## src/verilog/saturn_pkg.sv

```systemverilog
// Shared types and constants for the nibble-serial processor front end.
// Every RTL file and the testbench import this package with a wildcard.

package saturn_pkg;

    // ########################################
    // data widths
    // ########################################

    typedef logic [3:0]         nibble_t;       // one 4-bit data nibble.
    typedef logic [19:0]        addr_t;         // nibble address, five nibbles.
    typedef logic signed [11:0] offset_t;       // relative jump offset.

    // ########################################
    // decoder and control encodings
    // ########################################

    typedef enum logic [2:0] {
        INSTR_P_EQ_N,                           // P= n.
        INSTR_GOTO,                             // relative jump.
        INSTR_GOSUB,                            // relative call.
        INSTR_RTN,                              // return from call.
        INSTR_BAD                               // anything not supported.
    } instr_type_t;

    typedef enum logic [2:0] {
        ST_RESET,
        ST_LOAD,                                // send the pc to the memory.
        ST_FETCH,                               // decide on the next nibble.
        ST_WAIT,                                // read transfer in flight.
        ST_EXEC,
        ST_HALT                                 // stuck here after an error.
    } ctrl_state_t;

    // command nibbles, sent while is_cmd is high.
    localparam nibble_t BUSCMD_LOAD_PC = 4'h2;
    localparam nibble_t BUSCMD_READ    = 4'h0;

    localparam int RSTK_DEPTH   = 8;            // return stack entries.
    localparam int ADDR_NIBBLES = 5;            // nibbles per address on the bus.

endpackage
```

## src/verilog/saturn_ifs.sv

```systemverilog
// Internal bundles of the core.
// saturn_fetch_if carries load and fetch requests from the control unit
// to the bus controller; saturn_dec_if carries decoded instructions.

`timescale 1ns/10ps

interface saturn_fetch_if import saturn_pkg::*; ();

    logic    load_req;                          // send load_addr as LOAD_PC.
    addr_t   load_addr;
    logic    fetch_req;                         // read one nibble.
    logic    done;                              // one-cycle pulse at the end.
    nibble_t nibble;                            // read data, valid with done.

    modport ctrl (output load_req, load_addr, fetch_req, input done, nibble);
    modport bus  (input load_req, load_addr, fetch_req, output done, nibble);

endinterface

interface saturn_dec_if import saturn_pkg::*; ();

    logic        instr_done;                    // one-cycle pulse per instruction.
    instr_type_t instr_type;
    nibble_t     imm;                           // value for P= n.
    addr_t       target;                        // jump target, already resolved.

    modport dec  (output instr_done, instr_type, imm, target);
    modport ctrl (input instr_done, instr_type, imm);
    modport pc   (input instr_type, target);

endinterface

```

## src/verilog/saturn_core.sv

```systemverilog
// Top level of the processor front end.
// Wires the control unit, decoder, pc module and bus controller together
// and exposes the four-phase nibble bus and the visible state as ports.

`timescale 1ns/10ps

module saturn_core import saturn_pkg::*; (
    input  logic        i_clk,
    input  logic        i_reset,
    output logic        o_bus_req,
    output logic        o_bus_is_cmd,
    output nibble_t     o_bus_data,
    input  logic        i_bus_ack,
    input  nibble_t     i_bus_nibble,
    output addr_t       o_current_pc,
    output nibble_t     o_reg_p,
    output instr_type_t o_instr_type,
    output logic        o_instr_done,
    output logic        o_error
);

    logic exec;
    logic flush;

    saturn_fetch_if fetch_if ();
    saturn_dec_if   dec_if ();

    // ########################################
    // submodules
    // ########################################

    saturn_control_unit control_unit (
        .i_clk          (i_clk),
        .i_reset        (i_reset),
        .io_fetch       (fetch_if.ctrl),
        .i_dec          (dec_if.ctrl),
        .i_current_pc   (o_current_pc),
        .o_exec         (exec),
        .o_flush        (flush),
        .o_instr_done   (o_instr_done),
        .o_error        (o_error),
        .o_reg_p        (o_reg_p),
        .o_instr_type   (o_instr_type)
    );

    // done also ends loads, only fetch cycles carry a nibble.
    saturn_inst_decoder inst_decoder (
        .i_clk          (i_clk),
        .i_reset        (i_reset),
        .i_nibble_valid (fetch_if.done && fetch_if.fetch_req),
        .i_nibble       (fetch_if.nibble),
        .i_nibble_pc    (o_current_pc),
        .i_flush        (flush),
        .o_dec          (dec_if.dec)
    );

    saturn_regs_pc_rstk regs_pc_rstk (
        .i_clk          (i_clk),
        .i_reset        (i_reset),
        .i_fetch_done   (fetch_if.done && fetch_if.fetch_req),
        .i_exec         (exec),
        .i_dec          (dec_if.pc),
        .o_current_pc   (o_current_pc)
    );

    saturn_bus_ctrl bus_ctrl (
        .i_clk          (i_clk),
        .i_reset        (i_reset),
        .io_fetch       (fetch_if.bus),
        .o_bus_req      (o_bus_req),
        .o_bus_is_cmd   (o_bus_is_cmd),
        .o_bus_data     (o_bus_data),
        .i_bus_ack      (i_bus_ack),
        .i_bus_nibble   (i_bus_nibble)
    );

endmodule

```

## src/verilog/saturn_control_unit.sv

```systemverilog
// Control unit.
// Loads the pc into the memory, runs the fetch loop, executes decoded
// instructions and owns the P register and the sticky error flag.

`timescale 1ns/10ps

module saturn_control_unit import saturn_pkg::*; (
    input  logic        i_clk,
    input  logic        i_reset,
    saturn_fetch_if.ctrl io_fetch,
    saturn_dec_if.ctrl  i_dec,
    input  addr_t       i_current_pc,
    output logic        o_exec,                 // strobe to the pc module.
    output logic        o_flush,                // clears the decoder after a jump.
    output logic        o_instr_done,
    output logic        o_error,
    output nibble_t     o_reg_p,
    output instr_type_t o_instr_type
);

    ctrl_state_t state;
    logic        is_jump;

    assign is_jump = i_dec.instr_type inside {INSTR_GOTO, INSTR_GOSUB, INSTR_RTN};

    // requests follow the state, so they drop right after done.
    assign io_fetch.load_req  = (state == ST_LOAD);
    assign io_fetch.load_addr = i_current_pc;
    assign io_fetch.fetch_req = (state == ST_WAIT);

    assign o_exec  = (state == ST_EXEC) && (i_dec.instr_type != INSTR_BAD);
    assign o_flush = (state == ST_EXEC) && is_jump;

    // ########################################
    // state machine
    // ########################################

    always_ff @(posedge i_clk) begin
        if (i_reset) begin
            state        <= ST_RESET;
            o_reg_p      <= 4'h0;
            o_error      <= 1'b0;
            o_instr_done <= 1'b0;
        end else begin
            o_instr_done <= 1'b0;
            case (state)
                ST_RESET: state <= ST_LOAD;
                ST_LOAD: if (io_fetch.done) begin
                    state <= ST_FETCH;
                end
                ST_FETCH: begin
                    // the decoder answers one cycle after the last nibble.
                    state <= i_dec.instr_done ? ST_EXEC : ST_WAIT;
                end
                ST_WAIT: if (io_fetch.done) begin
                    state <= ST_FETCH;
                end
                ST_EXEC: begin
                    o_instr_done <= 1'b1;
                    case (i_dec.instr_type)
                        INSTR_P_EQ_N: begin
                            o_reg_p <= i_dec.imm;
                            state   <= ST_FETCH;
                        end
                        INSTR_BAD: begin
                            o_error <= 1'b1;    // held until reset.
                            state   <= ST_HALT;
                        end
                        default: state <= ST_LOAD;  // jumps reload the memory pointer.
                    endcase
                end
                ST_HALT: state <= ST_HALT;
                default: state <= ST_RESET;
            endcase
        end
    end

    always_ff @(posedge i_clk) begin
        if (state == ST_EXEC) begin
            o_instr_type <= i_dec.instr_type;
        end
    end

endmodule

```

## src/verilog/saturn_bus_ctrl.sv

```systemverilog
// Four-phase req/ack master for the external nibble bus.
// A load request becomes LOAD_PC plus five address nibbles, lowest first;
// a fetch request becomes one READ. done pulses after the last ack falls.

`timescale 1ns/10ps

module saturn_bus_ctrl import saturn_pkg::*; (
    input  logic    i_clk,
    input  logic    i_reset,
    saturn_fetch_if.bus io_fetch,
    output logic    o_bus_req,
    output logic    o_bus_is_cmd,
    output nibble_t o_bus_data,
    input  logic    i_bus_ack,
    input  nibble_t i_bus_nibble
);

    typedef enum logic [1:0] {
        BUS_IDLE,
        BUS_REQ,                                // req high, waiting for ack.
        BUS_ACK                                 // req low, waiting for ack to drop.
    } bus_state_t;

    bus_state_t state;
    logic       is_load;
    logic [2:0] xfer_idx;                       // 0 is the command transfer.
    addr_t      addr_sr;                        // address nibbles still to send.
    logic       start;
    logic       last;

    // the request is still high in the done cycle, so skip it then.
    assign start = (state == BUS_IDLE) && !io_fetch.done && !i_bus_ack &&
                   (io_fetch.load_req || io_fetch.fetch_req);
    assign last  = !is_load || (xfer_idx == 3'(ADDR_NIBBLES));

    assign o_bus_is_cmd = (xfer_idx == 3'd0);
    assign o_bus_data   = (xfer_idx != 3'd0) ? addr_sr[3:0] :
                          (is_load ? BUSCMD_LOAD_PC : BUSCMD_READ);

    always_ff @(posedge i_clk) begin
        if (i_reset) begin
            state         <= BUS_IDLE;
            o_bus_req     <= 1'b0;
            io_fetch.done <= 1'b0;
            is_load       <= 1'b0;
            xfer_idx      <= 3'd0;
        end else begin
            io_fetch.done <= 1'b0;
            case (state)
                BUS_IDLE: if (start) begin
                    is_load   <= io_fetch.load_req;
                    xfer_idx  <= 3'd0;
                    o_bus_req <= 1'b1;
                    state     <= BUS_REQ;
                end
                BUS_REQ: if (i_bus_ack) begin
                    o_bus_req <= 1'b0;          // nibble is taken in this cycle.
                    state     <= BUS_ACK;
                end
                BUS_ACK: if (!i_bus_ack) begin
                    if (last) begin
                        io_fetch.done <= 1'b1;
                        state         <= BUS_IDLE;
                    end else begin
                        xfer_idx  <= xfer_idx + 3'd1;
                        o_bus_req <= 1'b1;
                        state     <= BUS_REQ;
                    end
                end
                default: state <= BUS_IDLE;
            endcase
        end
    end

    always_ff @(posedge i_clk) begin
        if (start) begin
            addr_sr <= io_fetch.load_addr;
        end else if ((state == BUS_ACK) && !i_bus_ack && (xfer_idx != 3'd0)) begin
            addr_sr <= addr_sr >> 4;            // next address nibble.
        end
        if ((state == BUS_REQ) && i_bus_ack) begin
            io_fetch.nibble <= i_bus_nibble;
        end
    end

endmodule

```

## src/verilog/saturn_regs_pc_rstk.sv

```systemverilog
// Program counter and return stack.
// The pc steps on every fetched nibble and is rewritten by jumps on the
// execute strobe. The stack keeps the newest RSTK_DEPTH return addresses.

`timescale 1ns/10ps

module saturn_regs_pc_rstk import saturn_pkg::*; (
    input  logic  i_clk,
    input  logic  i_reset,
    input  logic  i_fetch_done,                 // one nibble was read.
    input  logic  i_exec,                       // execute strobe from control.
    saturn_dec_if.pc i_dec,
    output addr_t o_current_pc
);

    addr_t      pc;
    addr_t      rstk [RSTK_DEPTH];              // entry 0 is the top.
    logic [3:0] depth;                          // valid entries, saturates.
    logic       push;
    logic       pop;

    assign push         = i_exec && (i_dec.instr_type == INSTR_GOSUB);
    assign pop          = i_exec && (i_dec.instr_type == INSTR_RTN);
    assign o_current_pc = pc;

    always_ff @(posedge i_clk) begin
        if (i_reset) begin
            pc    <= '0;
            depth <= 4'd0;
        end else if (i_exec && (i_dec.instr_type inside {INSTR_GOTO, INSTR_GOSUB})) begin
            pc <= i_dec.target;
            if (push && (depth != 4'(RSTK_DEPTH))) begin
                depth <= depth + 4'd1;          // full stack loses its oldest entry.
            end
        end else if (pop) begin
            pc <= (depth == 4'd0) ? '0 : rstk[0];   // empty stack returns to 0.
            if (depth != 4'd0) begin
                depth <= depth - 4'd1;
            end
        end else if (i_fetch_done) begin
            pc <= pc + 20'd1;
        end
    end

    // ########################################
    // stack storage, shifts on push and pop
    // ########################################

    always_ff @(posedge i_clk) begin
        if (push) begin
            rstk[0] <= pc;                      // pc already points past the GOSUB.
            for (int i = 1; i < RSTK_DEPTH; i++) begin
                rstk[i] <= rstk[i-1];
            end
        end else if (pop) begin
            for (int i = 0; i < RSTK_DEPTH - 1; i++) begin
                rstk[i] <= rstk[i+1];
            end
        end
    end

endmodule

```

## src/verilog/saturn_inst_decoder.sv

```systemverilog
// Instruction decoder.
// Collects fetched nibbles until an instruction is complete, then pulses
// instr_done with the type, immediate and resolved jump target.

`timescale 1ns/10ps

module saturn_inst_decoder import saturn_pkg::*; (
    input  logic    i_clk,
    input  logic    i_reset,
    input  logic    i_nibble_valid,             // one fetched nibble.
    input  nibble_t i_nibble,
    input  addr_t   i_nibble_pc,                // address of i_nibble.
    input  logic    i_flush,                    // drop a partial instruction.
    saturn_dec_if.dec o_dec
);

    logic      busy;                            // first nibble already taken.
    logic [1:0] remaining;                      // nibbles still to come.
    nibble_t   first;                           // opcode nibble.
    addr_t     base;                            // address of the first offset nibble.
    offset_t   off_sr;                          // offset, filled lowest nibble first.
    offset_t   off_next;
    addr_t     off_ext;
    logic      opens_multi;                     // opcode that needs more nibbles.
    logic      finish;

    // ########################################
    // completion detect
    // ########################################

    assign off_next = {i_nibble, off_sr[11:4]}; // new nibble enters at the top.
    assign off_ext  = {{8{off_next[11]}}, off_next};

    always_comb begin
        opens_multi = (i_nibble == 4'h0) || (i_nibble == 4'h2) ||
                      (i_nibble == 4'h6) || (i_nibble == 4'h7);
        if (busy) begin
            finish = i_nibble_valid && (remaining == 2'd1);
        end else begin
            finish = i_nibble_valid && !opens_multi;   // bad opcode ends at once.
        end
    end

    // ########################################
    // nibble counter
    // ########################################

    always_ff @(posedge i_clk) begin
        if (i_reset || i_flush) begin
            busy             <= 1'b0;
            remaining        <= 2'd0;
            o_dec.instr_done <= 1'b0;
        end else begin
            o_dec.instr_done <= finish;
            if (i_nibble_valid) begin
                if (!busy) begin
                    if (opens_multi) begin
                        busy      <= 1'b1;
                        remaining <= (i_nibble[2]) ? 2'd3 : 2'd1;   // 6 and 7 take three.
                    end
                end else begin
                    remaining <= remaining - 2'd1;
                    if (remaining == 2'd1) begin
                        busy <= 1'b0;
                    end
                end
            end
        end
    end

    // ########################################
    // operand capture and decode
    // ########################################

    always_ff @(posedge i_clk) begin
        if (i_nibble_valid) begin
            if (!busy) begin
                first <= i_nibble;
                base  <= i_nibble_pc + 20'd1;
            end else begin
                off_sr <= off_next;
            end
        end
        if (finish) begin
            o_dec.imm <= i_nibble;              // last nibble is n for P= n.
            case (busy ? first : i_nibble)
                4'h2: o_dec.instr_type <= INSTR_P_EQ_N;
                4'h6: begin
                    o_dec.instr_type <= INSTR_GOTO;
                    o_dec.target     <= base + off_ext;
                end
                4'h7: begin
                    o_dec.instr_type <= INSTR_GOSUB;
                    o_dec.target     <= base + 20'd3 + off_ext;
                end
                4'h0: o_dec.instr_type <= (i_nibble == 4'h1) ? INSTR_RTN : INSTR_BAD;
                default: o_dec.instr_type <= INSTR_BAD;
            endcase
        end
    end

endmodule

```

## config.mk

```make
export PLATFORM = sky130hd
export DESIGN_NAME = saturn_core
export DESIGN_NICKNAME = d
export VERILOG_FILES = /design/src/verilog/saturn_pkg.sv /design/src/verilog/saturn_ifs.sv /design/src/verilog/saturn_core.sv /design/src/verilog/saturn_control_unit.sv /design/src/verilog/saturn_bus_ctrl.sv /design/src/verilog/saturn_regs_pc_rstk.sv /design/src/verilog/saturn_inst_decoder.sv
export SDC_FILE = /design/constraint.sdc
export NUM_CORES = 1
export LEC_CHECK = 0
export ABC_AREA = 1
export BUFFER_PORTS_ARGS = -buffer_cell sky130_fd_sc_hd__clkbuf_2
export CAP_MARGIN = 20
export CORE_MARGIN = 2
export CORE_UTILIZATION = 37
export DETAILED_ROUTE_END_ITERATION = 10
export SLEW_MARGIN = 20
export SYNTH_ARGS = -nofsm -noshare
export SYNTH_HDL_FRONTEND = slang
export SYNTH_SLANG_ARGS = --single-unit
```

## constraint.sdc

```tcl
create_clock -name i_clk -period 5.1 [get_ports i_clk]
set_input_delay 0.51 -clock i_clk [delete_from_list [all_inputs] [get_ports i_clk]]
set_output_delay 0.51 -clock i_clk [all_outputs]
set_load 0.05 [all_outputs]
```

==> results of run 1 <==
layout make-up:
type	count	area, µm²
multi-input combinational	1113	5729
inverter	184	699.4
fill	3898	23140
clock inverter	21	229.0
clock buffer	40	893.4
timing repair buffer	51	280.3
sequential	291	8288
tap	525	656.9
metal layers:
layer  wire, µm  part of all wire  global-route usage  vias to the layer above
li1           -                 -                   -                     5508
met1      16970              0.47              0.2443                     5374
met2      16690              0.46              0.2755                      269
met3       1780             0.049             0.02550                       61
met4        833             0.023             0.04702                        0
met5          0                 0                   0                        -
logic make-up after synthesis:
kind of cell | count (synthesis)
DFF | 291
muxes | 1
xor gates and xnor gates | 26
buffers and inverters | 237
adders and majority gates | 63
and+or+nand+nor | 757
AOI/OAI and AO/OA | 266
worst max-delay path by stage:
stage	start	end	slack, ns
after global routing	bus_ctrl.io_fetch.nibble[3]	inst_decoder.o_dec.target[18]	1.61
after global placement	bus_ctrl.io_fetch.nibble[3]	inst_decoder.o_dec.target[18]	2.00
after detailed placement	bus_ctrl.io_fetch.nibble[3]	inst_decoder.o_dec.target[18]	1.91
after floorplan	inst_decoder.o_dec.instr_type[2]	regs_pc_rstk.depth[3]	0.002
after CTS	bus_ctrl.io_fetch.nibble[3]	inst_decoder.o_dec.target[18]	1.94
final	bus_ctrl.io_fetch.nibble[3]	inst_decoder.o_dec.target[18]	1.91
flip-flops by register name, summed over array words and instances, names as in the netlist:
signal,cells
regs_pc_rstk.rstk,160
bus_ctrl.addr_sr,20
inst_decoder.base,20
inst_decoder.o_dec.target,20
regs_pc_rstk.o_current_pc,20
inst_decoder.off_sr,8
bus_ctrl.io_fetch.nibble,4
control_unit.o_reg_p,4
inst_decoder.first,4
inst_decoder.o_dec.imm,4
regs_pc_rstk.depth,4
bus_ctrl.xfer_idx,3
control_unit.o_instr_type,3
control_unit.state,3
inst_decoder.o_dec.instr_type,3
bus_ctrl.state,2
inst_decoder.remaining,2
bus_ctrl.io_fetch.done,1
bus_ctrl.is_load,1
bus_ctrl.o_bus_req,1
control_unit.o_error,1
control_unit.o_instr_done,1
inst_decoder.busy,1
inst_decoder.o_dec.instr_done,1
synth_stat cells (3+ instances only):
cell      count
a211oi_1      4
a21oi_1      64
a31oi_1      11
and2_1        3
buf_2        25
buf_4         7
buf_6         5
clkbuf_1     16
dfxtp_1      45
edfxtp_1    246
fa_1         18
ha_1         45
inv_1       172
inv_2        10
nand2_1     541
nand3_1      71
nand3b_1      5
nand4_1       9
nor2_1       90
nor2_2        5
nor3_1       13
nor3_4        3
o21ai_0     137
o21ai_1      26
o21ai_2       6
o21bai_1      4
or2_2         4
xnor2_1       4
xor2_1       22
critical path, stage by stage (launching register included):
cell and delay [ns]:
edfxtp_1 0.97, inv_1 0.30, fa_1 0.67, o21ai_0 0.16, a21boi_0 0.41, nor2_1 0.07
nor2_1 0.13, nand3_1 0.09, nand3_1 0.08, nand2_1 0.06
power by group through the flow:
stage / registers (µW) / clock network, µW / logic (µW)
2_1_floorplan: 2650 / 0 / 177
3_3_place_gp: 2640 / 0 / 242
3_5_place_dp: 2650 / 0 / 244
4_1_cts: 2590 / 2510 / 247
5_1_grt: 2600 / 2600 / 275
6_report: 2600 / 2450 / 248
metrics by stage:
stage / instances / hold WS [ns]
finish: 2225 / 0.1828
global route: 2225 / 0.1776
CTS: 2225 / 0.1701
detailed placement: 2164 / 0.4383
global placement: 2164 / 0.4329
floorplan: 1641 / 0.4268
==> out/results.ini, run 1 <==
[yosys]
synth_cells=1641
netlist_top_cells_area=edfxtp_1 (49%), nand2_1 (14%), dfxtp_1 (6.0%), o21ai_0 (4.6%), inv_1 (4.3%)
synth.net_count=1711
syn_area_per_cell_um2=9.143
synthSimpleGateAreaFrac=0.2084
syn-cell-area_um2=15000
synth-seq-cells=291
yosysWarningCount=0
synth_top_family_by_area=simple AND/OR/NAND/NOR gates
synth_xor_area_frac=0.01518
synthAdderAreaFrac=0.06155
yosysTopAreaCell=edfxtp_1
yosysSeqAreaShare=0.5524
synth-main-ff-cell=edfxtp_1
synth.area.mux_share=0.0007506
netlist-cell-type-count=51
netlist.area_leader.share=0.4924
synth-compound-area-share=0.09557
synth_edf_count=246
synth-async-reset-ratio=0

[clock_tree]
clkSinkCount=291
clkTransAtPathRegs_ns=0.07
post-cts-setup-buffer-count=0
cts-htree-levels=2
cts-root-buf=clkbuf_16
cts_resized=0
clock_path_buffers=3
hold_buffers=0
clock_latency_ns=0.53
cts_tree=done
numCtsBuffers=34

[critical_path]
rrSetupSlack_ns=1.91
arrival_ns=3.46
cp.required_ns=5.37
crit_type=reg -> reg
worstSetupEndpointType=flip-flop
critical_path.max_fanout=20
timing.rr.end=inst_decoder.o_dec.target[18]
cp-start-kind=flip-flop
r2r_cells=9
r2r-start=bus_ctrl.io_fetch.nibble[3]

[power]
switchingPower_uw=1179
power.internal_uw=4118
comb_power_share=0.047
power_leakage_uw=0.006815
pwr-share-clk=0.463
seqPwrFrac=0.490
p_total_uw=5297
p_per_area_nw_per_um2=315.7
p_sw_frac=0.2226
ir_worst_vdd_mv=0.2388

[layout]
design_area_um2=16780
finalNetCount=1745
final_cell_mix=nand2_1 (540), edfxtp_1 (246), inv_1 (172)
utilization=0.4203
insertedDiodeCount=0
drive_gt1_frac=0.08471
areaGrowthSynthToFinish_pct=11.82
layout_commonest_cell=nand2_1

[timing]
fin_ws_ns=1.914
tightest_slew_ns=1.085
setup_violations=0
fin_skew_ns=0.02572
maxSlewViolCount=0
slew_headroom=0.2764
hold_violations=0
grt_setup_unrepaired=false
layout_min_cycle_time_ns=3.186
max_freq_ghz=0.3139
fin_crit_sh=0.6247
finalSetupTns_ns=0

[place]
placed_area_um2=15650
dp_slack_ns=1.909
gp_congestion=0.8974
io_buffers=41
detailed_place_hpwl_um=25310

[route]
num_vias=11210
first_iter_violations=1014
post-route-drc-count=0
viasPerCell=5.039
antenna_left=0
drt-pass1-iter-count=6
wl_per_cell_um=16.30
wirelength_um=36270

[floorplan]
start_util=0.3759
fp.dieW_um=205.4
dieArea_um2=42170
core_um2=39910
die_y_um=205.4
std_cell_rows=73
io_pins=42

[global_route]
grt_pass1_wl_um=57530
grt_pass1_vias=10740
grt_max_degree=109
overflow=0
antenna_found_initial=0
track_usage=0.1723

[min_path]
worstHoldEndpoint=bus_ctrl.io_fetch.nibble[0]
hold_start=i_bus_nibble[0]
hold_path_depth=1
hp-class=in -> reg

[flow_run]
drv_cap=0

[outcome]
status=finished clean

Note: power is estimated with default switching activity, not from simulation.
==> run 2, diff against run 1 <==
==> constraint.sdc (replaced) <==
create_clock -name i_clk -period 3.2 [get_ports i_clk]
set_input_delay 0.32 -clock i_clk [delete_from_list [all_inputs] [get_ports i_clk]]
set_output_delay 0.32 -clock i_clk [all_outputs]
set_load 0.05 [all_outputs]
==> out/results.ini, run 2 (synthesis results as in run 1) <==
[floorplan]
fp.dieW_um=205.4  ; unchanged
dieArea_um2=42170  ; unchanged
io_pins=42  ; unchanged
core_um2=39910  ; unchanged
std_cell_rows=73  ; unchanged
die_y_um=205.4  ; unchanged
start_util=0.3759  ; unchanged

[clock_tree]
clock_path_buffers=3  ; unchanged
post-cts-setup-buffer-count=0  ; unchanged
numCtsBuffers=34  ; unchanged
cts_resized=0  ; unchanged
clkTransAtPathRegs_ns=0.06  ; about the same
clock_latency_ns=0.53  ; about the same
cts-htree-levels=2  ; unchanged
clkSinkCount=291  ; unchanged
cts_tree=done
cts-root-buf=clkbuf_16

[route]
num_vias=11240  ; +0.23%
viasPerCell=5.024  ; -0.31%
wl_per_cell_um=16.52  ; +1.3%
wirelength_um=36950  ; +1.8%
drt-pass1-iter-count=5  ; -1
post-route-drc-count=0  ; unchanged
antenna_left=0  ; unchanged
first_iter_violations=1050  ; +3.6%

[layout]
final_cell_mix=nand2_1 (540), edfxtp_1 (246), inv_1 (172)
nFillCells=3922  ; +0.62%
areaGrowthSynthToFinish_pct=12.16
finalNetCount=1756  ; +0.63%
layout_commonest_cell=nand2_1
largest_register_ffs=160  ; unchanged
insertedDiodeCount=0  ; unchanged
seqCellArea_um2=8288  ; unchanged
utilization=0.4216  ; +0.001286
largest_register=regs_pc_rstk.rstk
drive_gt1_frac=0.08703  ; +0.002327
multi_input_area_um2=5739  ; +0.17%
layout.cells.non_filler=2237  ; +0.54%

[timing]
setup_violations=0  ; unchanged
hold_violations=0  ; unchanged
layout_min_cycle_time_ns=2.818  ; -0.3679 ns
tightest_slew_ns=0.8152  ; -0.2702 ns
grt_setup_unrepaired=false
fin_skew_ns=0.01619  ; -0.009530 ns
fin_crit_sh=0.8807  ; +0.2559
slew_headroom=0.4565  ; +0.1802
maxSlewViolCount=0  ; unchanged
max_freq_ghz=0.3549  ; +13%

[critical_path]
max_stage_delay_ns=0.58  ; -0.39 ns
crit_type=reg -> reg
cp_common_cell=nand3_1
cp_slowest_cell=fa_1
critical_path.max_fanout=11  ; -45%
cp.required_ns=3.48  ; -1.89 ns
worstSetupEndpointType=flip-flop
crit_chain=buf_4 -> ha_1 -> fa_1 -> inv_1 -> nor2_1 -> nand3_1 -> nor2_1 -> nand3_1 -> nand3_1 -> nand2_1 -> nand3_1 -> nand2_1
arrival_ns=3.09  ; -0.37 ns
cp-start-kind=flip-flop

[power]
power_leakage_uw=0.006838  ; +0.33%
ir_worst_vdd_mv=0.2844  ; +19%
p_per_area_nw_per_um2=490.9  ; +55%

[flow_run]
drv_cap=0  ; unchanged

[global_route]
met1_usage=0.2578  ; +0.01355
overflow=0  ; unchanged
grt_pass1_vias=10880  ; +1.3%
top_usage_layer=met2
antenna_found_initial=0  ; unchanged
grt_pass1_wl_um=59780  ; +3.9%
grt_use_met3=0.02946  ; +0.003959
met2_usage=0.2826  ; +0.007119
track_usage=0.1804  ; +0.008086
grt_max_degree=145  ; +33%

[place]
placed_cells=2172  ; +0.37%
detailed_place_hpwl_um=26050  ; +2.9%
gp_congestion=0.9365  ; +4.4%
io_buffers=41  ; unchanged

[outcome]
status=finished clean

[min_path]
hp-class=in -> reg

[run 2: repair_timing]
item	CTS	global route
endpoints found under the hold margin	3	0
hold buffers	3	0
endpoints found under the setup margin	0	0
[run 2: where the power goes]
group | internal, µW | switching (µW)
Sequential | 4110 | 23.4
Clock | 2140 | 1570
Combinational | 125 | 289
Total | 6370 | 1890
[run 2: path summary, 6_finish.rpt]
kind / start / to / slack (ns) / cells past startpoint
hold / removal: i_bus_nibble[3] / bus_ctrl.io_fetch.nibble[3] / 0.04 / 1
setup reg to reg: bus_ctrl.io_fetch.nibble[3] / inst_decoder.o_dec.target[19] / 0.38 / 12
hold reg to reg: regs_pc_rstk.rstk[0][134] / regs_pc_rstk.rstk[0][154] / 0.45 / 0
setup / recovery: bus_ctrl.io_fetch.nibble[3] / inst_decoder.o_dec.target[19] / 0.38 / 12
[run 2: stage by stage]
stage	worst slack (ns)	total power [µW]	cell area (µm²)	setup TNS, ns	hold slack [ns]
finish	0.3819	8261	16830	0	0.04423
global route	0.1154	8548	16830	0	0.03182
CTS	0.4041	8354	16820	0	0.03513
detailed placement	0.4504	4618	15740	0	0.4349
global placement	0.4419	4618	15740	0	0.4293
floorplan	-1.896	4500	15020	-242.54	0.4189
[run 2: routing by layer]
layer / share of wire / vias up / wire (µm)
met3: 0.058 / 51 / 2154
li1: - / 5522 / -
met4: 0.023 / 0 / 866
met1: 0.47 / 5364 / 17350
met5: 0 / - / 0
met2: 0.45 / 301 / 16570
[run 2: area by class of cell]
cell class | count | share of cell area
well taps | 525 | 0.03904
clock inverters | 19 | 0.009740
repair buffers | 62 | 0.02350
inverters | 184 | 0.04156
clock buffers | 43 | 0.05257
multi-input cells | 1113 | 0.3411
flip-flops and latches | 291 | 0.4925
[run 2: critical path: cells and delay by family (launching register included)]
| family | cells | cell delay [ns] |
|---|---|---|
| adder cells (fa/ha/maj) | 2 | 0.81 |
| AND/OR/NAND/NOR | 8 | 0.88 |
| buffers and inverters | 2 | 0.33 |
| flip-flops | 1 | 0.53 |
==> run 3, diff against run 2 <==
--- a/config.mk
+++ b/config.mk
@@ -8,9 +8,11 @@
 export ABC_AREA = 1
 export BUFFER_PORTS_ARGS = -buffer_cell sky130_fd_sc_hd__clkbuf_2
 export CAP_MARGIN = 20
+export CORE_ASPECT_RATIO = 0.6
 export CORE_MARGIN = 2
 export CORE_UTILIZATION = 37
 export DETAILED_ROUTE_END_ITERATION = 10
+export GPL_TIMING_DRIVEN = 0
 export SLEW_MARGIN = 20
 export SYNTH_ARGS = -nofsm -noshare
 export SYNTH_HDL_FRONTEND = slang
==> out/results.ini, run 3 (synthesis results as in run 1) <==
[outcome]
status=finished clean

[layout]
layout.cells.non_filler=2282  ; +2.0%
largest_register=regs_pc_rstk.rstk
drive_gt1_frac=0.1022  ; +0.01519
largest_register_ffs=160  ; unchanged
finalNetCount=1801  ; +2.6%
areaGrowthSynthToFinish_pct=13.56
design_area_um2=17040  ; +1.2%
insertedDiodeCount=0  ; unchanged
nFillCells=3939  ; +0.43%
final_cell_mix=nand2_1 (540), edfxtp_1 (246), inv_1 (172)
layout_commonest_cell=nand2_1

[route]
antenna_left=0  ; unchanged
post-route-drc-count=0  ; unchanged
first_iter_violations=1429  ; +36%
wl_per_cell_um=18.49  ; +12%
wirelength_um=42190  ; +14%
drt-pass1-iter-count=5  ; unchanged
num_vias=11910  ; +5.9%
viasPerCell=5.217  ; +3.9%

[critical_path]
rrSetupSlack_ns=0.15  ; -0.23 ns
r2r_cells=11  ; -1
arrival_ns=3.35  ; +0.26 ns
worstSetupEndpointType=flip-flop
crit_type=reg -> reg
r2r-start=bus_ctrl.io_fetch.nibble[0]
cp.required_ns=3.50  ; +0.02 ns
timing.rr.end=inst_decoder.o_dec.target[18]
cp-start-kind=flip-flop
critical_path.max_fanout=5  ; -6

[min_path]
worstHoldEndpoint=bus_ctrl.state[1]
hp-class=in -> reg
hold_path_depth=3  ; +2
hold_start=i_bus_ack

[clock_tree]
numCtsBuffers=27  ; -21%
clkSinkCount=291  ; unchanged
cts-root-buf=clkbuf_16
clock_latency_ns=0.55  ; +0.02 ns
cts-htree-levels=1  ; -1
cts_tree=done
clock_path_buffers=3  ; unchanged
clkTransAtPathRegs_ns=0.06  ; about the same

[timing]
fin_skew_ns=0.01162  ; -0.004575 ns
hold_violations=0  ; unchanged
fin_crit_sh=0.9534  ; +0.07275
grt_setup_unrepaired=false
tightest_slew_ns=0.8458  ; +0.03060 ns
layout_min_cycle_time_ns=3.051  ; +0.2328 ns
setup_violations=0  ; unchanged
finalSetupTns_ns=0  ; unchanged
maxSlewViolCount=0  ; unchanged
fin_ws_ns=0.1491  ; -0.2328 ns
slew_headroom=0.4361  ; -0.02040
max_freq_ghz=0.3278  ; -7.6%

[floorplan]
fp.dieW_um=264.0  ; +29%
dieArea_um2=42230  ; +0.13%
core_um2=40220  ; +0.77%
start_util=0.3730  ; -0.002888
die_y_um=160.0  ; -22%
std_cell_rows=57  ; -22%
io_pins=42  ; unchanged

[place]
gp_congestion=0.9571  ; +2.2%
dp_slack_ns=-0.8164  ; -1.267 ns
placed_area_um2=16090  ; +2.2%
placed_cells=2225  ; +2.4%
detailed_place_hpwl_um=32700  ; +26%
io_buffers=41  ; unchanged

[power]
p_per_area_nw_per_um2=457.3  ; -6.8%
power_leakage_uw=0.006968  ; +1.9%
ir_worst_vdd_mv=0.3754  ; +32%

[global_route]
overflow=0  ; unchanged
grt_max_degree=30  ; -79%
antenna_found_initial=0  ; unchanged
grt_pass1_vias=11240  ; +3.3%
grt_pass1_wl_um=65330  ; +9.3%
track_usage=0.1993  ; +0.01890

[flow_run]
drv_cap=0  ; unchanged

run 3: cell count changes in the layout (fill, tap and decap cells not counted), moves of 4 or more:
cell	change
clkbuf_16	-7
clkinv_1	-6
buf_4	-7
buf_6	+11
inv_6	-4
clkbuf_1	+16
buf_8	+6
clkbuf_8	+4
buf_2	+24
run 3: report_power, final:
part	internal [µW]	switching, µW	total (µW)
Sequential	4110	26.5	4130
Combinational	131	308	439
Clock	1810	1410	3220
run 3: layout make-up:
cell class                      instances  area, µm²  share of cell area
Timing Repair Buffer                   61      481.7             0.02827
Buffer                                 53      307.8             0.01807
Clock buffer                           42      772.0             0.04531
Clock inverter                          7      82.58            0.004847
Tap cell                              531      664.4             0.03900
Multi-Input combinational cell       1113       5743              0.3371
Inverter                              184      698.2             0.04098
Sequential cell                       291       8288              0.4865
run 3: critical path, stage by stage, from the launching register on:
cell and delay [ns]:
edfxtp_1 0.56, inv_1 0.21, fa_1 0.58, inv_1 0.10, nand2_1 0.17, inv_1 0.12
a21oi_1 0.23, nand3_1 0.37, nand2_1 0.19, nand3_1 0.09, nand3_1 0.10, nand2_1 0.06
run 3: worst max path at each step:
stage	startpoint	end	cells after the start
floorplan	inst_decoder.o_dec.instr_type[2]	regs_pc_rstk.rstk[0][140]	4
global placement	control_unit.state[1]	regs_pc_rstk.rstk[0][156]	6
detailed placement	bus_ctrl.io_fetch.nibble[3]	inst_decoder.o_dec.target[14]	6
CTS	bus_ctrl.io_fetch.nibble[0]	inst_decoder.o_dec.target[18]	11
global route	inst_decoder.off_sr[11]	inst_decoder.o_dec.target[14]	12
finish	bus_ctrl.io_fetch.nibble[0]	inst_decoder.o_dec.target[18]	11
run 3: repair_timing:
item                       in CTS  in global routing
setup buffers                   4                  0
hold endpoints to repair        4                  0
gates resized for setup         2                  1
hold buffers                    4                  0
setup endpoints to repair      26                  2
run 3: metrics by stage:
step	hold WS, ns	total power [µW]	util
after global placement	0.4337	4617	0.3951
after global routing	0.1091	8039	0.4236
after CTS	0.09091	7846	0.4236
final	0.1187	7791	0.4236
after floorplan	0.4189	4500	-
after detailed placement	0.4364	4630	0.4000
run 3: metal layers:
| metal | part of all wire | vias to the layer above | global-route usage |
|---|---|---|---|
| li1 | - | 5612 | - |
| met1 | 0.53 | 5791 | 0.3424 |
| met2 | 0.36 | 465 | 0.2470 |
| met3 | 0.098 | 38 | 0.04379 |
| met4 | 0.012 | 0 | 0.03073 |
| met5 | 0 | - | 0 |
